==> src/cpu7_config.svh <==
`ifndef CPU7_CONFIG_SVH
`define CPU7_CONFIG_SVH

//==========================================================================
// core front end configuration
//==========================================================================

// register and pc width
`define CPU7_GRLEN 32

// shared instruction and data memory in 32-bit words
`define CPU7_MEM_WORDS 256
// word address width into that memory
`define CPU7_MEM_AW 8

// byte step between two sequential instructions
`define CPU7_INST_BYTES 4

`endif

==> src/cpu7_pkg.sv <==
`default_nettype none
`include "cpu7_config.svh"

package cpu7_pkg;

   // one access from a client to the shared memory
   typedef struct packed {
      logic                    we;
      logic [`CPU7_MEM_AW-1:0] addr;
      logic [31:0]             wdata;
   } mem_req_t;

   // response back to a client
   // data is don't care for writes
   typedef struct packed {
      logic        valid;
      logic [31:0] rdata;
   } mem_rsp_t;

   // fetch redirects from the back end
   typedef struct packed {
      logic                   br_taken;
      logic [`CPU7_GRLEN-1:0] br_target;
      logic                   except;
      logic [`CPU7_GRLEN-1:0] eentry;
      logic                   ertn;
      logic [`CPU7_GRLEN-1:0] era;
   } redirect_t;

   // handoff to decode with the kill already applied
   typedef struct packed {
      logic                   valid;
      logic [`CPU7_GRLEN-1:0] pc;
      logic [31:0]            inst;
   } dec_out_t;

   // command on the external debug port
   typedef struct packed {
      logic                    we;
      logic [`CPU7_MEM_AW-1:0] addr;
      logic [31:0]             wdata;
   } dbg_cmd_t;

endpackage

`default_nettype wire

==> src/cpu7_mem_arb.sv <==
`timescale 1ns/1ps
`default_nettype none

module cpu7_mem_arb (
   input  logic               clk,
   input  logic               rst,
   // fetch client
   input  logic               f_req,
   input  cpu7_pkg::mem_req_t f_cmd,
   output cpu7_pkg::mem_rsp_t f_rsp,
   // debug client
   input  logic               d_req,
   input  cpu7_pkg::mem_req_t d_cmd,
   output cpu7_pkg::mem_rsp_t d_rsp,
   // memory side
   output logic               m_en,
   output cpu7_pkg::mem_req_t m_req,
   input  logic [31:0]        m_rdata
);

   // one-hot owner of the access in flight
   // bit 0 fetch, bit 1 debug
   logic [1:0] owner;
   logic       busy;
   // set when debug got the last grant
   logic       last_d;
   // memory word shows up in this cycle
   logic       rsp_pend;
   logic       grant_ok;
   logic       gnt_f;
   logic       gnt_d;

   //==========================================================================
   // grant
   //==========================================================================

   assign busy = |owner;

   // free again in the cycle the owner gets its response
   // the owner drops req in that cycle so only the peer can win
   assign grant_ok = ~busy | rsp_pend;

   // round robin on a tie
   assign gnt_f = grant_ok & f_req & (~d_req | last_d);
   assign gnt_d = grant_ok & d_req & (~f_req | ~last_d);

   always_ff @(posedge clk) begin
      if (rst) begin
         owner    <= 2'b00;
         last_d   <= 1'b0;
         m_en     <= 1'b0;
         rsp_pend <= 1'b0;
      end else begin
         // one-cycle strobe per grant
         m_en     <= gnt_f | gnt_d;
         // sram answers one cycle after the strobe
         rsp_pend <= m_en;
         if (gnt_f || gnt_d) begin
            owner  <= {gnt_d, gnt_f};
            last_d <= gnt_d;
         end else if (rsp_pend) begin
            owner <= 2'b00;
         end
      end
   end

   // command held stable until the next grant
   always_ff @(posedge clk) begin
      if (gnt_f) begin
         m_req <= f_cmd;
      end else if (gnt_d) begin
         m_req <= d_cmd;
      end
   end

   //==========================================================================
   // response steering
   //==========================================================================

   // valid to the recorded owner only
   always_comb begin
      f_rsp.valid = rsp_pend & owner[0];
      f_rsp.rdata = m_rdata;
      d_rsp.valid = rsp_pend & owner[1];
      d_rsp.rdata = m_rdata;
   end

endmodule

`default_nettype wire

==> config.mk <==
export PLATFORM = sky130hd
export DESIGN_NAME = cpu7_mem_arb
export DESIGN_NICKNAME = d
export VERILOG_FILES = /design/src/cpu7_pkg.sv /design/src/cpu7_mem_arb.sv
export VERILOG_INCLUDE_DIRS = /design/src
export SDC_FILE = /design/constraint.sdc
export NUM_CORES = 1
export LEC_CHECK = 0
export BUFFER_PORTS_ARGS = -buffer_cell sky130_fd_sc_hd__buf_4
export CAP_MARGIN = 10
export CORE_AREA = 2 2 88 90
export CTS_CLUSTER_DIAMETER = 40
export DETAILED_ROUTE_END_ITERATION = 8
export DIE_AREA = 0 0 90 92
export GPL_ROUTABILITY_DRIVEN = 0
export PLACE_DENSITY = 0.8
export RECOVER_POWER = 50
export SETUP_SLACK_MARGIN = 0.05
export SYNTH_ARGS = -nofsm -noshare
export SYNTH_HDL_FRONTEND = slang
export SYNTH_SLANG_ARGS = --single-unit
==> constraint.sdc <==
create_clock -name clk -period 5.8 [get_ports clk]
set_input_delay 1.16 -clock clk [delete_from_list [all_inputs] [get_ports clk]]
set_output_delay 1.16 -clock clk [all_outputs]
set_load 0.01 [all_outputs]
; Yosys cells after proc, flatten, opt, wreduce, memory -nomap -nowiden
; Index checks and enable logic that the tools add are counted.
[op_classes]
mux = 4
reduce_logical = 4
bitwise = 14
[op_table]
columns = op, n
row1 = $mux W41, 2
row2 = $and A1 B1 Y1, 6
row3 = $mux W2, 2
row4 = $not A1 Y1, 4
row5 = $or A1 B1 Y1, 4
row6 = $reduce_bool A2 Y1, 2
row7 = $reduce_or A2 Y1, 1
row8 = $logic_or A1 B1 Y1, 1
[word_totals]
reg_bits = 46
out_inout_bits = 108
in_bits = 118

; Depth between registers and ports, before layout
; Gate-level depths: netlist of run 1.
[depth]
word_depth = 7
ltp_mapped = 4
ltp_nobuf = 3

; Least setup slack after synthesis of run 1
; OpenSTA, ideal clock, no wires.
[synth_timing]
path_type = input to register
start = input port f_req
end = register m_req[0] (netlist name), enable pin
required_ps = 5399
setup_time_ps = 401
n_path_buf = 0
path_stages = 1
setup_slack_ps = 3248
t_arrival_ps = 2151
path_cell_list = o21a_1
[synth_between]
elab_chain_len = 4
[synth_lines]
columns = item, line_no
row1 = "start, declared", cpu7_mem_arb.sv:8  ; input logic f_req,
row2 = $not A1 Y1, cpu7_mem_arb.sv:45  ; assign gnt_d = grant_ok & d_req & (~f_req | ~last_d);
row3 = $or A1 B1 Y1, cpu7_mem_arb.sv:45
row4 = $and A1 B1 Y1, cpu7_mem_arb.sv:45
row5 = $reduce_bool A2 Y1 (no line) *, --
row6 = "end signal, assigned", cpu7_mem_arb.sv:70  ; m_req <= f_cmd;
row7 = "end signal, assigned", cpu7_mem_arb.sv:72  ; m_req <= d_cmd;
row8 = "end, declared", cpu7_mem_arb.sv:17  ; output cpu7_pkg::mem_req_t m_req,
; Every way passes the cells marked *; elsewhere a longest branch is shown, timed or not.
; A chain may end at the register's enable or synchronous reset.

; Worst setup path in the final report of run 1
[layout_timing]
start = input port f_req
end = register m_req[36] (netlist name), enable pin
; The elaborated chain is that of the path after synthesis.

==> impl_results.md, run 1 <==
- DR vias/cell: 4.243
- Period utilization: 50.37%
- Port bufs: 129
- Power, Total: 899.7 uW
- RSZ-0062 raised after global routing: false
- Final setup viols: 0
- CP cell instances: clkbuf_1, o21a_1
- Data arrival, critical path: 2.81 ns
- Setup_tns: 0 ns
- Die Wd: 90 microns
- Number of nets in the layout: 357
- Crit Path Class: input port to flip-flop
- CTS tree: yes
- Switching power: 204.9 uW
- Synthesized instance count: 171
- FF-to-FF Start: rsp_pend
- Die area: 8280 sq um
- FMAX: 0.3423 GHz
- Skew final: 0.003459 ns
- Vias in the first global route: 1,527
- CP Buf/Inv Count: 1
- Die Span Y: 92 microns
- Distinct cells, synth: 18
- Global-route wire length before repair: 7.583 mm
- Clock Sinks: 46
- Post-route ant nets: 0
- Top Ports: 226
- Post-synthesis cell area: 2585 sq um
- Syn. warnings: 0
- Slowest-stage cell, CP: o21a_1
- Slew HR: -22.62%
- Worst hold path startpoint: m_en
- Core area: 7447 sq um
- Pin count of the biggest net entering global routing: 43
- Pleak: 0.001359 uW
- Hold-fix buffers, CTS: 0
- Crit path capture type: flip-flop
- CP Max Fanout: 42
- CP top delay family: compound AO/OA/AOI/OAI gates
- End point of the critical path: m_req[36]
- DRT Wirelength: 5.271 mm
- Place WS: 2.913 ns
- Setup bufs post-CTS: 0
- Std-Cell Rows: 32
- Hold Crit Class: flip-flop to flip-flop
- DR vias: 1,451
- R2R depth: 2
- Number of fillers in the final layout: 732
- Top cells by area, synth: edfxtp_1 (48%), mux2_4 (23%), buf_4 (19%)
- Switching Share: 22.78%
- Worst path depth: 2
- TritonCTS Buffers: 5
- Maxcap violations: 1
- Share of post-route cells with drive strength above 1: 55.42%
- VDD IR max: 99.86 uV
- Clock network fraction of total power: 30.5%
- Power density cells: 288.8 nW/um^2
- Flops & latches, synth: 46
- DR DRC count: 0
- Final Hold Fails: 0
- Worst slew pin tran: 1.839 ns
- Failing checks: max-capacitance violations, max-slew violations
- Synth-to-Final Area Change: 20.52%
- Root Buffer: clkbuf_8
- Global route overflow: 0
- Register share of total power: 48.0%
- Post-detail-place hpwl: 3.960 mm
- Synth top area share: 47.63%
- Req. time, crit path: 5.69 ns
- Outcome: finished with violations
- Seq/Total Area, Yosys: 51.50%
- Comb pwr share: 21.5%
- Initial antenna violation count: 0
- Initial core utilization: 34.71%
- First-pass DRT Iterations: 4
- CP Launch Point: f_req
- H-Tree Depth: 2
- Syn avg cell area: 15.12 sq um
- Gr usage total: 11.66%
- # diodes: 0
- Syn nets: 289
- DR iter-0 viols: 35
- Startpoint Class: input port
- Worst reg2reg setup slack: 3.42 ns
- Internal power: 694.7 uW
- Period minus WS final: 2.922 ns
- Synth area leader: edfxtp_1
- Fin worst setup slack: 2.878 ns
- Reg-to-Reg End: m_req[36]
- Clk slew on worst S/H paths: 0.08 ns
- CP max stage delay: 1.42 ns
- Worst-skew pair later-pin latency: 0.29 ns
- Routed WL per cell: 15.41 microns
- Pins Over Slew Limit: 43
- Maximum root-to-sink buffer count: 2
- Post-CTS Resized: 0
-- how the worst min path moves through the flow --
stage | endpoint | slack (ns) | depth (start not counted)
final | rsp_pend | 0.48 | 1
after floorplan | last_d | 0.46 | 1
after CTS | rsp_pend | 0.49 | 1
after detailed placement | rsp_pend | 0.48 | 1
after global placement | rsp_pend | 0.46 | 1
after global routing | rsp_pend | 0.51 | 1
-- cells in the final DEF (no fill, tap or decap) --
master / instances
o21bai_4: 1
inv_1: 1
dfxtp_1: 5
and2_1: 1
nand2_1: 1
clkinv_1: 1
edfxtp_1: 41
clkbuf_1: 46
a21oi_1: 2
mux2_4: 39
mux2_2: 2
nor2b_1: 2
and2_0: 1
clkbuf_8: 5
nand3_4: 1
bufinv_16: 2
a32oi_1: 1
nor2_1: 1
a311oi_1: 1
o21a_1: 1
nand2b_1: 2
buf_4: 83
-- cell families (layout without fill, tap and decap cells) --
| group | count (synthesis) | in the layout | share of synthesized area (%) |
|---|---|---|---|
| muxes | 41 | 41 | 23.52 |
| buffers and inverters | 69 | 138 | 20.47 |
| and+or+nand+nor | 9 | 9 | 2.420 |
| AOI/OAI and AO/OA | 6 | 6 | 2.082 |
| DFF | 46 | 46 | 51.50 |
-- cells in the mapped netlist --
library cell and instances:
buf_4 64, edfxtp_1 41, mux2_4 39, dfxtp_1 5
buf_6 4, a21oi_1 2, and2_1 2, mux2_2 2
nand2b_1 2, nor2b_1 2, a311oi_1 1, a32oi_1 1
inv_1 1, nand2_1 1, nand3_4 1, nor2_1 1
o21a_1 1, o21bai_4 1
-- power by group through the flow --
stage / registers [uW] / logic [uW] / clock network, uW
finish: 432 / 193 / 275
CTS: 432 / 227 / 283
global route: 437 / 207 / 294
floorplan: 460 / 137 / 0
global placement: 438 / 222 / 0
detailed placement: 440 / 227 / 0
-- cell type report --
class	count	area, sq um	share of cell area (%)
Tap cell	102	127.6	4.096
Timing Repair Buffer	129	795.8	25.54
Inverter	1	3.754	0.1205
Sequential cell	46	1331	42.73
Clock buffer	5	68.82	2.209
Multi-Input combinational cell	56	724.4	23.25
Clock inverter	3	63.81	2.048
-- stage by stage --
stage	util (%)	std cells	instance area, sq um	hold slack (ns)
finish	41.83	342	3115	0.4841
detailed placement	42.39	334	3157	0.4756
global route	41.83	342	3115	0.5053
CTS	44.17	342	3289	0.4922
floorplan	-	171	2585	0.4562
global placement	42.39	334	3157	0.4614
-- registers in the layout (all words and copies together), names as in the netlist --
| register | count |
|---|---|
| rsp_pend | 1 |
| last_d | 1 |
| owner | 2 |
| m_req | 41 |
| m_en | 1 |
-- per-layer routing --
layer | wire length [microns] | track usage [%]
met5 | 0 | 0
met4 | 133 | 6.282
met2 | 2881 | 22.56
met3 | 546 | 4.108
met1 | 1709 | 10.53
No activity file was read; power rests on OpenSTA's default activity.
==> inputs of run 2 (changes only) <==
CORE_AREA = unset   (was 2 2 88 90)
CORE_MARGIN = 2   (was unset)
CORE_UTILIZATION = 35   (was unset)
DIE_AREA = unset   (was 0 0 90 92)
PLACE_DENSITY = 0.82   (was 0.8)
clock period = 2.4 ns   (was 5.8 ns; I/O delays follow)
==> impl_results.md, run 2 (synthesis results as in run 1) <==
- Slowest-stage cell, CP: nand3_4
- DP Cell Count: 334
- Die Span Y: 89.94 microns
- Final setup viols: 0
- Outcome: finished, final reports clean
- CP max stage delay: 0.44 ns
- Slew HR: 57.89%
- Pleak: 0.001424 uW
- Die area: 8089 sq um
- Crit path capture type: flip-flop
- H-Tree Depth: 2
- Clock Sinks: 46
- Post-CTS Resized: 0
- DR iter-0 viols: 54
- Core area: 7214 sq um
- Pins Over Slew Limit: 0
- Worst slew pin tran: 0.6316 ns
- Reg area: 1331 sq um
- CP Buf/Inv Count: 1
- Period utilization: 84.08%
- # diodes: 0
- Startpoint Class: flip-flop
- DR vias/cell: 4.408
- Share of post-route cells with drive strength above 1: 62.81%
- CTS tree: yes
- Pin count of the biggest net entering global routing: 25
- DR DRC count: 0
- Hold Crit Class: input port to flip-flop
- TritonCTS Buffers: 5
- Number of fillers in the final layout: 691
- Final core utilization: 43.91%
- Synth-to-Final Area Change: 22.56%
- Root Buffer: clkbuf_8
- Setup_tns: 0 ns
- Top Ports: 226
- Worst-skew pair later-pin latency: 0.29 ns
- Vias in the first global route: 1,637
- Top register by number of flip-flops: m_req
- Number of nets in the layout: 360
- Multi-input logic area: 714.4 sq um
- CP Max Fanout: 20
- Clk slew on worst S/H paths: 0.08 ns
- Placed cell area: 3213 sq um
- Hold-fix buffers, CTS: 0
- Global route overflow: 0
- First-pass DRT Iterations: 4
- Skew final: 0.002476 ns
- Port bufs: 129
- VDD IR max: 187.0 uV
- Most common cell after layout, fill and taps aside: buf_4
- Die Wd: 89.94 microns
- Design area: 3168 sq um
- Initial core utilization: 35.83%
- Post-detail-place hpwl: 4.899 mm
- Data arrival, critical path: 2.06 ns
- DR vias: 1,503
- Maxcap violations: 0
- Most frequent cells in the layout: buf_4 (99), edfxtp_1 (41), mux2_4 (39)
- Period minus WS final: 2.018 ns
- Max FFs per register: 41
- Setup bufs post-CTS: 0
- Gr usage total: 14.73%
- Std-Cell Rows: 31
- Biggest regs: m_req (41), owner (2)
- DRT Wirelength: 6.268 mm
- Final Hold Fails: 0
- Maximum root-to-sink buffer count: 2
- CP cell instances: o21bai_1, nand3_4, buf_12, mux2_4
- Post-route ant nets: 0
- Global-route wire length before repair: 9.066 mm
- Power density cells: 633.2 nW/um^2
- FMAX: 0.4955 GHz
- Req. time, crit path: 2.44 ns
- Routed WL per cell: 18.38 microns
- RSZ-0062 raised after global routing: false
- Crit Path Class: flip-flop to flip-flop
- CP top delay family: simple AND/OR/NAND/NOR gates
- Layout Cells excl Fill: 341
- Initial antenna violation count: 0
[run 2: path summary, 6_finish.rpt]
kind                            cells past startpoint  startpoint  endpoint  slack, ns
worst max-delay path                                4    owner[1]  m_req[5]       0.38
worst min-delay path                                2         rst  owner[0]       0.38
worst max register to register                      4    owner[1]  m_req[5]       0.38
worst min register to register                      1        m_en  rsp_pend       0.47
[run 2: area by class of cell]
class,count,share of cell area (%)
timing repair buffer,132,28.91
sequential,46,42.02
inverter,1,0.1185
multi-input combinational,56,22.55
clock inverter,2,0.3160
tap,99,3.910
clock buffer,5,2.172
[run 2: through the flow]
step / worst slack (ns) / power (uW) / hold WS [ns]
2_1_floorplan: 0.4672 / 1442 / 0.4562
3_3_place_gp: 0.4744 / 1624 / 0.4515
3_5_place_dp: 0.4020 / 1648 / 0.4618
4_1_cts: 0.5843 / 2088 / 0.3690
5_1_grt: 0.2588 / 2095 / 0.3740
6_report: 0.3820 / 2006 / 0.3781
[run 2: where the power goes]
part | total [uW] | internal [uW] | switching, uW
clock network | 439 | 196 | 243
registers | 1040 | 1010 | 32.8
logic | 526 | 292 | 234
total | 2010 | 1500 | 510
[run 2: layer usage]
metal	vias up	part of all wire (%)	global-route usage [%]
met5	-	0	0
li1	679	-	-
met1	677	34	14.35
met4	0	4.3	8.077
met3	29	12	6.203
met2	118	50	26.33
==> inputs of run 3 (changes only) <==
ABC_AREA = 1   (was unset)
CORE_AREA = 2 2 87 89   (was unset)
CORE_MARGIN = unset   (was 2)
CORE_UTILIZATION = unset   (was 35)
DIE_AREA = 0 0 89 91   (was unset)
PLACE_DENSITY = 0.8   (was 0.82)
clock period = 2 ns   (was 2.4 ns; I/O delays follow)
==> impl_results.md, run 3 <==
- Flops & latches, synth: 46
- Port bufs: 129
- Most common cell after layout, fill and taps aside: nand2_1
- Post-route ant nets: 0
- Outcome: finished, final reports clean
- Req. time, crit path: 1.93 ns
- Final Hold Fails: 0
- Slew HR: 65.63%
- Post-CTS Resized: 0
- Most frequent cells in the layout: nand2_1 (129), buf_4 (100), edfxtp_1 (41)
- DP Cell Count: 431
- Biggest regs: m_req (41), owner (2)
- Initial antenna violation count: 0
- Syn nets: 390
- Distinct cells, synth: 13
- VDD IR max: 248.6 uV
- Final setup viols: 0
- First-pass DRT Iterations: 4
- Clk slew on worst S/H paths: 0.08 ns
- Fin Hold WS: 0.3028 ns
- Post-detail-place hpwl: 5.166 mm
- Startpoint Class: flip-flop
- Syn avg cell area: 9.218 sq um
- Hold path depth: 2
- EDFF count, synth: 41
- Share of post-route cells with drive strength above 1: 33.82%
- Period utilization: 84.71%
- CTS tree: yes
- Max FFs per register: 41
- R2R depth: 7
- Post-synthesis async set-or-reset flop share: 0%
- Die Wd: 89 microns
- Worst slew pin tran: 0.5155 ns
- # diodes: 0
- Initial core utilization: 35.13%
- Top cells by area, synth: edfxtp_1 (49%), nand2_1 (19%), buf_4 (19%)
- Clock Sinks: 46
- DR vias: 1,845
- DR iter-0 viols: 91
- Seq/Total Area, Yosys: 53.09%
- Setup_tns: 0 ns
- Setup bufs post-CTS: 0
- Die Span Y: 91 microns
- Pleak: 0.001466 uW
- Pins Over Slew Limit: 0
- Maxcap violations: 0
- Synthesized instance count: 272
- Ys flop type: edfxtp_1
- Crit path capture type: flip-flop
- Top register by number of flip-flops: m_req
- Top cells by count, synth: nand2_1 (129), buf_4 (64), edfxtp_1 (41)
- DR DRC count: 0
- Top Ports: 226
- H-Tree Depth: 2
- Post-synthesis cell area: 2507 sq um
- Global route overflow: 0
- Synth-to-Final Area Change: 22.11%
- Layout Cells excl Fill: 439
- Crit Path Class: flip-flop to flip-flop
- Power density cells: 837.6 nW/um^2
- Routed WL per cell: 15.00 microns
- Syn. warnings: 0
- Synth top area share: 49.10%
- Global-route wire length before repair: 9.073 mm
- Number of nets in the layout: 457
- DRT Wirelength: 6.584 mm
- Worst-skew pair later-pin latency: 0.29 ns
- Std-Cell Rows: 31
- Vias in the first global route: 1,752
- Data arrival, critical path: 1.62 ns
- Core area: 7137 sq um
- Count leader, synth: nand2_1
- RSZ-0062 raised after global routing: false
- Pin count of the biggest net entering global routing: 43
- Die area: 8099 sq um
- Maximum root-to-sink buffer count: 2
- Hold Crit Class: input port to flip-flop
- Period minus WS final: 1.694 ns
- Synth area leader: edfxtp_1
- Skew final: 0.007307 ns
- Gr usage total: 14.89%
- DR vias/cell: 4.203
- Root Buffer: clkbuf_8
- Hold-fix buffers, CTS: 0
- TritonCTS Buffers: 5
- CP Max Fanout: 41
- FMAX: 0.5902 GHz
## run 3: changes by cell type in the layout (fill, tap and decap cells not counted), sizes merged, moves of 2 or more
cell	delta
and2	-2
clkbuf	+2
nand2	+131
a31oi	+2
inv	+7
nand2b	-2
clkinv	-2
nor2b	-2
nor2	+7
mux2	-41
clkinvlp	+2
## run 3: final timing paths
check	from	to	slack, ns
min	rst	rsp_pend	0.30
max	rsp_pend	m_req[39]	0.31
min reg2reg	m_en	rsp_pend	0.43
max reg2reg	rsp_pend	m_req[39]	0.31
## run 3: power by group
| part | internal, uW | leakage (uW) | switching, uW |
|---|---|---|---|
| Sequential | 1240 | 0.000444 | 45.2 |
| Clock | 373 | 0.0000514 | 294 |
| Combinational | 261 | 0.000971 | 349 |
## run 3: routing by layer
| metal | GRT usage [%] | up-vias | wire [microns] |
|---|---|---|---|
| met2 | 29.42 | 142 | 3543 |
| met5 | 0 | - | 0 |
| met1 | 13.12 | 784 | 2174 |
| li1 | - | 917 | - |
| met3 | 6.545 | 2 | 828 |
| met4 | 3.731 | 0 | 38 |
## run 3: metrics by stage
step	power [uW]	util [%]	setup WS, ns	cell area [sq um]
floorplan	1759	-	0.1167	2511
global placement	1983	42.99	0.2651	3068
detailed placement	2006	42.99	0.1982	3068
CTS	2684	44.53	0.2920	3178
global route	2711	42.90	0.1915	3062
finish	2564	42.90	0.3058	3062
## run 3: area by class of cell
| class | count | area (sq um) |
|---|---|---|
| clock buffer | 6 | 72.57 |
| clock inverter | 2 | 37.54 |
| multi-input combinational | 145 | 571.8 |
| tap | 99 | 123.9 |
| inverter | 9 | 37.54 |
| timing repair buffer | 132 | 887.1 |
| sequential | 46 | 1331 |
| fill | 721 | 4075 |
## run 3: cells by family (layout without fill, tap and decap cells)
logic type	count (synthesis)	in the layout	synth area share, %
AND/OR/NAND/NOR	140	140	21.56
AO/OA/AOI/OAI	5	5	1.248
buffers and inverters	81	149	24.10
flip-flops	46	46	53.09
## run 3: critical path: stages (launching register included)
cell and delay, ns:
dfxtp_1 0.38, inv_1 0.09, o21ai_2 0.08, nand2_1 0.11
inv_1 0.09, nor2_1 0.08, clkinvlp_4 0.07, buf_4 0.44
