===== config.mk =====
export PLATFORM = sky130hd
export DESIGN_NAME = cpu7_dbg_port
export DESIGN_NICKNAME = d
export VERILOG_FILES = /design/src/cpu7_pkg.sv /design/src/cpu7_dbg_port.sv
export VERILOG_INCLUDE_DIRS = /design/src
export SDC_FILE = /design/constraint.sdc
export NUM_CORES = 1
export LEC_CHECK = 0
export BUFFER_PORTS_ARGS = -buffer_cell sky130_fd_sc_hd__buf_2
export CORE_AREA = 5 5 108 70
export CTS_CLUSTER_SIZE = 14
export DETAILED_ROUTE_END_ITERATION = 7
export DIE_AREA = 0 0 113 75
export PLACE_DENSITY = 0.73
export SYNTH_ARGS = -nofsm -noshare
export SYNTH_HDL_FRONTEND = slang
export SYNTH_SLANG_ARGS = --single-unit

===== constraint.sdc =====
create_clock -name clk -period 4.1 [get_ports clk]
set_input_delay 0.205 -clock clk [delete_from_list [all_inputs] [get_ports clk]]
set_output_delay 0.205 -clock clk [all_outputs]
set_load 0.01 [all_outputs]

===== src/cpu7_config.svh =====
`ifndef CPU7_CONFIG_SVH
`define CPU7_CONFIG_SVH

//==========================================================================
// core front end configuration
//==========================================================================

// register and pc width
`define CPU7_GRLEN 32

// shared instruction and data memory in 32-bit words
`define CPU7_MEM_WORDS 256
// word address width into that memory
`define CPU7_MEM_AW 8

// byte step between two sequential instructions
`define CPU7_INST_BYTES 4

`endif


===== src/cpu7_pkg.sv =====
`default_nettype none
`include "cpu7_config.svh"

package cpu7_pkg;

   // one access from a client to the shared memory
   typedef struct packed {
      logic                    we;
      logic [`CPU7_MEM_AW-1:0] addr;
      logic [31:0]             wdata;
   } mem_req_t;

   // response back to a client
   // data is don't care for writes
   typedef struct packed {
      logic        valid;
      logic [31:0] rdata;
   } mem_rsp_t;

   // fetch redirects from the back end
   typedef struct packed {
      logic                   br_taken;
      logic [`CPU7_GRLEN-1:0] br_target;
      logic                   except;
      logic [`CPU7_GRLEN-1:0] eentry;
      logic                   ertn;
      logic [`CPU7_GRLEN-1:0] era;
   } redirect_t;

   // handoff to decode with the kill already applied
   typedef struct packed {
      logic                   valid;
      logic [`CPU7_GRLEN-1:0] pc;
      logic [31:0]            inst;
   } dec_out_t;

   // command on the external debug port
   typedef struct packed {
      logic                    we;
      logic [`CPU7_MEM_AW-1:0] addr;
      logic [31:0]             wdata;
   } dbg_cmd_t;

endpackage

`default_nettype wire


===== src/cpu7_dbg_port.sv =====
`timescale 1ns/1ps
`default_nettype none

module cpu7_dbg_port (
   input  logic               clk,
   input  logic               rst,
   input  logic               dbg_req,
   input  cpu7_pkg::dbg_cmd_t dbg_cmd,
   output logic               dbg_ack,
   output logic [31:0]        dbg_rdata,
   output logic               m_req,
   output cpu7_pkg::mem_req_t m_cmd,
   input  cpu7_pkg::mem_rsp_t m_rsp
);

   typedef enum logic [1:0] {
      S_IDLE   = 2'd0,
      S_ACCESS = 2'd1,
      S_ACKED  = 2'd2
   } state_t;

   state_t             state;
   cpu7_pkg::dbg_cmd_t cmd_q;
   logic [31:0]        rdata_q;

   // four-phase handshake outside
   // level request to the arbiter inside
   always_ff @(posedge clk) begin
      if (rst) begin
         state <= S_IDLE;
      end else begin
         case (state)
            S_IDLE:   if (dbg_req) state <= S_ACCESS;
            S_ACCESS: if (m_rsp.valid) state <= S_ACKED;
            // wait for the host to let go
            S_ACKED:  if (!dbg_req) state <= S_IDLE;
            default:  state <= S_IDLE;
         endcase
      end
   end

   // command taken once per handshake
   always_ff @(posedge clk) begin
      if (state == S_IDLE && dbg_req) begin
         cmd_q <= dbg_cmd;
      end
      // read word kept for the whole ack phase
      if (state == S_ACCESS && m_rsp.valid && !cmd_q.we) begin
         rdata_q <= m_rsp.rdata;
      end
   end

   // drop in the response cycle so only one access goes out
   assign m_req = (state == S_ACCESS) & ~m_rsp.valid;

   always_comb begin
      m_cmd.we    = cmd_q.we;
      m_cmd.addr  = cmd_q.addr;
      m_cmd.wdata = cmd_q.wdata;
   end

   assign dbg_ack   = (state == S_ACKED);
   assign dbg_rdata = rdata_q;

endmodule

`default_nettype wire


==> Yosys cells after proc, flatten, opt, wreduce, memory -nomap -nowiden <==
Index checks and enable logic that the tools add are counted.
{ "totals": {"inputBits": 77, "register_bits": 75} }
{ "classes": {"n_eq_ne": 5, "n_mux": 4, "bitwise": 2, "reduce_logical": 6} }
{ "op_table": {"columns": ["operator", "count"], "rows": [
  ["$mux 2", 3],
  ["$ne 2x2->1 const B", 3],
  ["$pmux 2 s3", 1],
  ["$logic_and 1x1->1", 3],
  ["$reduce_and 3->1", 1],
  ["$eq 2x1->1 const B", 1],
  ["$eq 2x2->1 const B", 1],
  ["$logic_not 2->1", 1],
  ["$and 1x1->1", 1],
  ["$logic_not 1->1", 1],
  ["$not 1->1", 1]
]} }

==> Longest topological paths before layout <==
Gate-level depths: netlist of run 1.
{ "logic_depth": {"ltp_word": 3, "depth_mapped": 2, "ltp_nobuf": 2} }

==> Worst setup path after synthesis of run 1 <==
No wires, ideal clock.
{ "synth_timing": {"path_kind": "reg-to-reg", "start": "reg cmd_q, in the netlist m_cmd[40]", "end": "reg rdata_q[0] (netlist: dbg_rdata[0]) (enable)", "setup_slack_ns": -0.013, "n_path_buf": 0, "required_time_ns": 3.597, "arrival_ns": 3.610, "setup_time_ns": 0.503, "path_stages_with_launch": 2, "path_cell_list": "edfxtp_1 > nor4bb_1"} }
{ "synth_via": {"elab_chain_len": 2} }
{ "synth_rtl": {"columns": ["item", "line_no", "text"], "rows": [
  ["start: declaration", "cpu7_dbg_port.sv:23", "cpu7_pkg::dbg_cmd_t cmd_q;"],
  ["start signal: assignment", "cpu7_dbg_port.sv:45", "cmd_q <= dbg_cmd;"],
  ["$logic_not 1->1", "cpu7_dbg_port.sv:48", "if (state == S_ACCESS && m_rsp.valid && !cmd_q.we) begin"],
  ["$logic_and 1x1->1", "cpu7_dbg_port.sv:48", null],
  ["end signal: assignment", "cpu7_dbg_port.sv:49", "rdata_q <= m_rsp.rdata;"],
  ["end: declaration", "cpu7_dbg_port.sv:24", "logic [31:0] rdata_q;"]
]} }
Every way passes these cells.
A chain may end at the register's enable or synchronous reset.

==> Worst setup path after layout of run 1 <==
{ "layout_timing": {"start": "reg state[0]", "end": "reg cmd_q, in the netlist m_cmd[0] (enable)"} }
{ "layout_via": {"elab_chain_len": 2} }
{ "layout_rtl": {"columns": ["item", "line_no", "text"], "rows": [
  ["start: declaration", "cpu7_dbg_port.sv:22", "state_t state;"],
  ["start signal: assignment", "cpu7_dbg_port.sv:30", "state <= S_IDLE;"],
  ["start signal: assignment", "cpu7_dbg_port.sv:33", "S_IDLE: if (dbg_req) state <= S_ACCESS;"],
  ["start signal: assignment", "cpu7_dbg_port.sv:34", "S_ACCESS: if (m_rsp.valid) state <= S_ACKED;"],
  ["$logic_not 2->1", "cpu7_dbg_port.sv:44", "if (state == S_IDLE && dbg_req) begin"],
  ["$logic_and 1x1->1", "cpu7_dbg_port.sv:44", null]
]} }
Every way passes these cells.

==> results of run 1 <==
-- cell usage after synthesis --
cell | number | area [µm²]
a211oi_2 | 1 | 12.5
a21oi_1 | 1 | 5.00
and2b_1 | 1 | 7.51
dfxtp_1 | 2 | 40.0
edfxtp_1 | 73 | 2190
nand2b_1 | 2 | 12.5
nand3b_1 | 2 | 15.0
nor2_1 | 1 | 3.75
nor3b_1 | 1 | 7.51
nor4bb_1 | 1 | 10.0
-- power groups by stage --
stage	combinational (mW)	clock (mW)	sequential, mW
floorplan	0.0174	0	0.933
global placement	0.112	0	0.911
detailed placement	0.114	0	0.913
CTS	0.115	0.638	0.895
global route	0.121	0.676	0.899
finish	0.112	0.615	0.895
-- cells by family (layout without fill, tap and decap cells) --
logic type,count (synthesis),after routing
AOI/OAI and AO/OA,2,2
buffers and inverters,0,168
DFF,75,75
and+or+nand+nor,8,8
-- final timing paths --
kind / from / endpoint / slack, ns / depth (start not counted)
hold reg to reg: state[0] / state[1] / 0.55 / 2
setup / recovery: state[0] / m_cmd[0] / 2.28 / 2
setup reg to reg: state[0] / m_cmd[0] / 2.28 / 2
hold / removal: dbg_cmd[13] / m_cmd[13] / 0.03 / 1
-- placed cells by master, fill, tap and decap left out, drive strengths merged --
cell type  instances
a211oi             1
a21oi              1
and2b              1
buf              152
bufinv             2
clkbuf             9
clkinv             2
clkinvlp           1
dfxtp              2
edfxtp            73
inv                2
nand2b             2
nand3b             2
nor2               1
nor3b              1
nor4bb             1
-- metal layers --
layer  wire length, µm  track usage [%]  vias up
met5                 0                0        -
met4                57             6.00        0
met3               674             6.43        5
met2              2390             18.2       88
met1              1960             14.2      624
li1                  -                -      668
-- stage by stage --
step / cell area (µm²) / instances / setup WS (ns) / power, mW
2_1_floorplan: 2310 / 85 / 1.23 / 0.950
3_3_place_gp: 3200 / 324 / 2.32 / 1.02
3_5_place_dp: 3200 / 324 / 2.28 / 1.03
4_1_cts: 3420 / 340 / 2.25 / 1.65
5_1_grt: 3420 / 340 / 2.16 / 1.70
6_report: 3420 / 340 / 2.28 / 1.62
-- layout make-up --
cell class / instances / area, µm²
clock buffers: 9 / 124
clock inverters: 7 / 98.8
fillers: 523 / 2990
multi-input cells: 10 / 96.3
flip-flops and latches: 75 / 2230
well taps: 87 / 109
repair buffers: 152 / 763
-- flip-flops by register name, summed over array words and instances (netlist names) --
register	cells
m_cmd	41
dbg_rdata	32
state	2
-- worst reg2reg max path, delay by kind of cell (launching register included) --
kind,cells,cell delay (ns)
flip-flops,1,0.35
AND/OR/NAND/NOR,2,1.05
==> impl_metrics.json, run 1 <==
{
  "synth-xor-area-share_pct": 0,
  "cp.arrival_ns": 1.77,
  "finalHoldWorstSlack_ns": 0.0349,
  "dr.first_iter.drc_count": 33,
  "grt_pass1_wl_um": 7560,
  "boundaryPins": 152,
  "status": "finished, final reports clean",
  "die_area_um2": 8480,
  "power.switching_mw": 0.338,
  "synthDistinctLibCells": 10,
  "syn_area_um2": 2310,
  "max_stage_delay_ns": 0.84,
  "yosys.area_share.simple_pct": 2.44,
  "clk_pin_slew_ns": 0.08,
  "drive_gt1_share_pct": 67.6,
  "peakVddDrop_mv": 0.225,
  "drt_first_pass_iters": 4,
  "tns_ns": 0,
  "synth_fp_nets": 162,
  "synth_fa_ha_area_share_pct": 0,
  "ys_seq_elements": 75,
  "cp.required_ns": 4.05,
  "fin_skew_ns": 0.00801,
  "cts_max_level": 3,
  "drv_cap": 0,
  "drt-wirelength-per-cell_um": 14.9,
  "cellPowerDensity_nw_per_um2": 474,
  "port_buffers": 151,
  "viasPerCell": 4.07,
  "synth_area_per_cell_um2": 27.1,
  "slowest_stage": "nor2_4",
  "via_count": 1385,
  "p_leak_nw": 1.44,
  "grt_pass1_vias": 1504,
  "initial_core_util_pct": 35.9,
  "synth-compound-area-share_pct": 0.760,
  "finalSetupViolations": 0,
  "critPathCaptureType": "register",
  "cts_buffers": 9,
  "synthMuxAreaShare_pct": 0,
  "combinationalPowerShare_pct": 6.9,
  "pwr-share-clk_pct": 37.9,
  "cp_top_family": "simple AND/OR/NAND/NOR gates",
  "post_cts_buffers": 0,
  "wl_um": 5080,
  "rsz0062_at_grt": "no",
  "gp_congestion": 0.751,
  "clock-sinks": 75,
  "antenna_cells": 0,
  "tightest_slew_ns": 1.10,
  "antenna_found_initial": 0,
  "clock_path_buffers": 2,
  "core-area_um2": 6420,
  "hold_viol": 0,
  "die_h_um": 75,
  "rows": 23,
  "maxSlewViolCount": 0,
  "ys_warn_count": 0,
  "path_cells": "nand2b_1, nor2_4",
  "area_growth_pct": 48.5,
  "cts_resized": 0,
  "critPathLaunchType": "register",
  "max-slew-margin-rel_pct": 26.8,
  "ant_nets": 0,
  "cts-root-buf": "clkbuf_8",
  "worst-path-buf-inv": 0,
  "die_width_um": 113,
  "holdBufCountCts": 0,
  "grt_use_total_pct": 12.0,
  "cts_tree": "yes",
  "synth_top_family_by_area": "simple AND/OR/NAND/NOR gates",
  "grt_max_degree": 42,
  "synthesis.instances": 85,
  "grt_overflow": 0,
  "worstSkewPairLatency_ns": 0.34,
  "fin_nets": 325,
  "crit_fanout": 41,
  "path_class": "register to register",
  "final_util_pct": 53.3,
  "p_int_mw": 1.28,
  "min_period_ns": 1.82,
  "hold_path_class": "input port to register",
  "seq_power_share_pct": 55.2,
  "switching_share_pct": 20.9,
  "clock.fmax_ghz": 0.549,
  "drc": 0,
  "period_share_pct": 44.4,
  "yosysSeqAreaShare_pct": 96.8
}
Power figures use the tool's default switching activity.
==> run 2: changes to the inputs <==
--- a/config.mk
+++ b/config.mk
@@ -7,11 +7,11 @@
 export NUM_CORES = 1
 export LEC_CHECK = 0
 export BUFFER_PORTS_ARGS = -buffer_cell sky130_fd_sc_hd__buf_2
-export CORE_AREA = 5 5 108 70
+export CORE_AREA = 5 5 103 67
 export CTS_CLUSTER_SIZE = 14
 export DETAILED_ROUTE_END_ITERATION = 7
-export DIE_AREA = 0 0 113 75
-export PLACE_DENSITY = 0.73
+export DIE_AREA = 0 0 108 72
+export PLACE_DENSITY = 0.77
 export SYNTH_ARGS = -nofsm -noshare
 export SYNTH_HDL_FRONTEND = slang
 export SYNTH_SLANG_ARGS = --single-unit
==> constraint.sdc (replaced) <==
create_clock -name clk -period 1.75 [get_ports clk]
set_input_delay 0.0875 -clock clk [delete_from_list [all_inputs] [get_ports clk]]
set_output_delay 0.0875 -clock clk [all_outputs]
set_load 0.01 [all_outputs]
==> impl_metrics.json, run 2 (synthesis results as in run 1) <==
{
  "status": "finished, final reports clean",
  "r2r_slack_ns": 0.32,
  "cts_max_level": 3,
  "post_cts_buffers": 0,
  "gp_congestion": 0.767,
  "rsz0062_at_grt": "no",
  "critPathCaptureType": "register",
  "startpoint": "state[1]",
  "grt_pass1_vias": 1918,
  "cp_num_cells": 2,
  "antenna_found_initial": 0,
  "cp_top_family": "simple AND/OR/NAND/NOR gates",
  "drive_gt1_share_pct": 51.8,
  "cellPowerDensity_nw_per_um2": 910,
  "stdcell_count": 413,
  "cts_buffers": 9,
  "grt_use_total_pct": 17.7,
  "grt-busiest-layer": "met2",
  "tightest_slew_ns": 0.371,
  "die_h_um": 72,
  "die_area_um2": 7780,
  "min_period_ns": 1.43,
  "die_width_um": 108,
  "max-slew-margin-rel_pct": 75.2,
  "area_growth_pct": 80.7,
  "hold_viol": 0,
  "clock.fmax_ghz": 0.700,
  "core-area_um2": 5840,
  "r2r_cells": 2,
  "r2r_start": "state[1]",
  "path_class": "register to register",
  "fin_skew_ns": 0.00788,
  "p_leak_nw": 1.74,
  "via_count": 1734,
  "drc": 0,
  "clock_path_buffers": 2,
  "maxSlewViolCount": 0,
  "drt-wirelength-per-cell_um": 16.4,
  "use_met3_pct": 6.67,
  "cts-root-buf": "clkbuf_8",
  "cp.arrival_ns": 1.46,
  "cts_tree": "yes",
  "grt_use_met1_pct": 17.1,
  "final_cell_mix": "buf_2 (151), dlygate4sd3_1 (74), edfxtp_1 (73)",
  "largest_reg_flops": 41,
  "grt_max_degree": 42,
  "finalSetupViolations": 0,
  "initial_core_util_pct": 39.5,
  "wl_um": 6760,
  "worstSkewPairLatency_ns": 0.34,
  "max_stage_delay_ns": 0.45,
  "worst-path-buf-inv": 1,
  "grtUsageMet2_pct": 34.2,
  "peakVddDrop_mv": 0.551,
  "cp.required_ns": 1.79,
  "fillers": 392,
  "drt_first_pass_iters": 4,
  "ant_nets": 0,
  "holdBufCountCts": 74,
  "cts_resized": 0,
  "clock-sinks": 75,
  "viasPerCell": 4.20,
  "drv_cap": 0,
  "crit_fanout": 30,
  "grt_pass1_wl_um": 10100,
  "hold_path_class": "input port to register",
  "r2r-end": "dbg_rdata[27]",
  "period_share_pct": 81.6,
  "dp_cells": 322,
  "slowest_stage": "nor4bb_4",
  "crit_path_end": "dbg_rdata[27]",
  "critPathLaunchType": "register",
  "port_buffers": 151,
  "rows": 22,
  "layout_commonest_cell": "buf_2",
  "final_util_pct": 71.4,
  "boundaryPins": 152,
  "grt_overflow": 0,
  "fin_nets": 400,
  "clk_pin_slew_ns": 0.07,
  "path_cells": "nor4bb_4, buf_12",
  "dr.first_iter.drc_count": 87
}
[run 2: layout make-up]
cell class | count | area (µm²) | area share (%)
clock inverters | 5 | 53.8 | 1.29
diodes | 1 | 2.50 | 0.0600
flip-flops and latches | 75 | 2230 | 53.6
clock buffers | 11 | 141 | 3.39
repair buffers | 227 | 1540 | 36.9
well taps | 84 | 105 | 2.52
multi-input cells | 10 | 96.3 | 2.31
[run 2: per-stage QoR]
step	worst slack, ns	TNS [ns]	power (mW)	hold slack, ns	instance area [µm²]
after floorplan	-0.319	-10.20	2.23	0.152	2330
after global placement	0.362	0	2.41	0.264	3230
after detailed placement	0.321	0	2.42	0.266	3230
after CTS	0.314	0	3.82	0.0230	4170
after global routing	0.218	0	3.94	0.0214	4170
final	0.322	0	3.79	0.0337	4170
[run 2: routing by layer]
layer,vias up,routed length (µm)
met4,0,155
met3,16,498
met2,72,3880
met1,825,2230
li1,821,-
met5,-,0
[run 2: worst register-to-register path: cells and delay by family (launching register included)]
family,cells,cell delay [ns]
simple gates,1,0.45
flops,1,0.41
buf+inv,1,0.25
[run 2: worst min-delay path by stage]
| stage | startpoint | to | slack [ns] | cells after the start |
|---|---|---|---|---|
| finish | dbg_req | state[1] | 0.03 | 3 |
| CTS | dbg_req | state[1] | 0.02 | 3 |
| global placement | dbg_cmd[19] | m_cmd[19] | 0.26 | 1 |
| global route | dbg_req | state[1] | 0.02 | 3 |
| detailed placement | dbg_cmd[38] | m_cmd[38] | 0.27 | 1 |
| floorplan | rst | state[0] | 0.15 | 1 |
[run 2: where the power goes]
part	internal [mW]	switching, mW	leakage, nW	total, mW
registers	2.07	0.0278	0.699	2.10
clock network	0.690	0.590	0.0930	1.28
logic	0.238	0.173	0.950	0.411
total	3.00	0.791	1.74	3.79
==> run 3: changes to the inputs <==
==> constraint.sdc (replaced) <==
create_clock -name clk -period 1.47 [get_ports clk]
set_input_delay 0.0735 -clock clk [delete_from_list [all_inputs] [get_ports clk]]
set_output_delay 0.0735 -clock clk [all_outputs]
set_load 0.01 [all_outputs]
==> impl_metrics.json, run 3 (synthesis results as in run 1) <==
{
  "status": "finished, final reports clean",
  "viasPerCell": 4.21,
  "pwr-share-clk_pct": 33.7,
  "r2r_slack_ns": 0.16,
  "wl_um": 6620,
  "p_leak_nw": 1.75,
  "fillers": 392,
  "maxSlewViolCount": 0,
  "final_cell_mix": "buf_2 (151), dlygate4sd3_1 (74), edfxtp_1 (73)",
  "boundaryPins": 152,
  "r2r-end": "dbg_rdata[10]",
  "r2r_start": "m_cmd[40]",
  "rsz0062_at_grt": "no",
  "grt_max_degree": 42,
  "path_class": "register to register",
  "die_width_um": 108,
  "dp_cells": 323,
  "hold_start": "dbg_req",
  "port_buffers": 151,
  "hold_path_end": "state[1]",
  "die_area_um2": 7780,
  "combinationalPowerShare_pct": 10.9,
  "initial_core_util_pct": 39.5,
  "tightest_slew_ns": 0.262,
  "cts_resized": 0,
  "drive_gt1_share_pct": 52.9,
  "finalSetupViolations": 0,
  "period_share_pct": 89.4,
  "core-area_um2": 5840,
  "cp.arrival_ns": 1.35,
  "min_period_ns": 1.31,
  "die_h_um": 72,
  "place_area_um2": 3250,
  "worstSkewPairLatency_ns": 0.34,
  "via_count": 1741,
  "cts_buffers": 9,
  "finalHoldWorstSlack_ns": 0.0240,
  "hold_viol": 0,
  "area_growth_pct": 81.3,
  "cts-root-buf": "clkbuf_8",
  "grt_overflow": 0,
  "antenna_found_initial": 0,
  "dr.first_iter.drc_count": 32,
  "holdPathStages": 3,
  "grt_use_total_pct": 17.1,
  "drt_first_pass_iters": 3,
  "seq_power_share_pct": 55.3,
  "r2r_cells": 2,
  "crit_fanout": 32,
  "grt_pass1_wl_um": 9530,
  "drt-wirelength-per-cell_um": 16.0,
  "cts_max_level": 3,
  "drv_cap": 0,
  "stdcell_count": 414,
  "p_int_mw": 3.54,
  "clock-sinks": 75,
  "layout_commonest_cell": "buf_2",
  "clock_path_buffers": 2,
  "critPathCaptureType": "register",
  "tns_ns": 0,
  "fin_skew_ns": 0.00848,
  "hold_path_class": "input port to register",
  "gp_congestion": 0.728,
  "power.switching_mw": 0.975,
  "cellPowerDensity_nw_per_um2": 1080,
  "grt_pass1_vias": 1865,
  "clock.fmax_ghz": 0.761,
  "switching_share_pct": 21.6,
  "rows": 22,
  "largest_reg_flops": 41,
  "critPathLaunchType": "register",
  "clk_pin_slew_ns": 0.08,
  "ant_nets": 0,
  "fin_area_um2": 4180,
  "cts_tree": "yes",
  "max-slew-margin-rel_pct": 82.5,
  "drc": 0,
  "cp.required_ns": 1.50,
  "fin_nets": 401,
  "peakVddDrop_mv": 0.767
}
run 3: layout make-up:
cell class	count	area, µm²	area share, %
Antenna cell	1	2.50	0.0599
Clock buffer	10	128	3.05
Clock inverter	6	63.8	1.53
Multi-Input combinational cell	10	104	2.48
Sequential cell	75	2230	53.4
Tap cell	84	105	2.51
Timing Repair Buffer	228	1540	36.9
run 3: critical path: stages, from the launching register on:
cell,delay (ns)
edfxtp_1,0.43
nor4bb_4,0.33
buf_12,0.24
run 3: repair_timing:
action | in CTS | in global routing
setup buffers | 0 | 0
setup endpoints to repair | 0 | 0
hold buffers | 74 | 0
hold endpoints to repair | 75 | 0
run 3: power groups by stage:
stage,clock [mW],sequential [mW],combinational [mW]
6_report,1.52,2.50,0.494
5_1_grt,1.67,2.51,0.529
4_1_cts,1.54,2.50,0.497
3_5_place_dp,0,2.55,0.340
3_3_place_gp,0,2.54,0.330
2_1_floorplan,0,2.60,0.0562
run 3: per-stage QoR:
| stage | setup WS (ns) | util (%) | power [mW] |
|---|---|---|---|
| finish | 0.155 | 71.6 | 4.52 |
| CTS | 0.145 | 71.6 | 4.54 |
| detailed placement | 0.158 | 55.6 | 2.89 |
| global route | 0.102 | 71.6 | 4.71 |
| global placement | 0.183 | 55.6 | 2.87 |
| floorplan | -0.599 | - | 2.66 |
run 3: how the worst max path moves through the flow:
stage | start | to | slack (ns) | cells past startpoint
finish | m_cmd[40] | dbg_rdata[10] | 0.16 | 2
global route | m_cmd[40] | dbg_rdata[17] | 0.10 | 2
CTS | m_cmd[40] | dbg_rdata[17] | 0.15 | 2
detailed placement | m_cmd[40] | dbg_rdata[27] | 0.16 | 2
global placement | m_cmd[40] | dbg_rdata[27] | 0.18 | 2
floorplan | m_cmd[40] | dbg_rdata[0] | -0.60 | 1
run 3: metal layers:
metal | share of wire [%] | vias to the layer above | track usage, %
li1 | - | 823 | -
met2 | 58 | 72 | 33.5
met3 | 6.7 | 17 | 6.40
met1 | 32 | 829 | 15.6
met5 | 0 | - | 0
met4 | 2.7 | 0 | 7.84
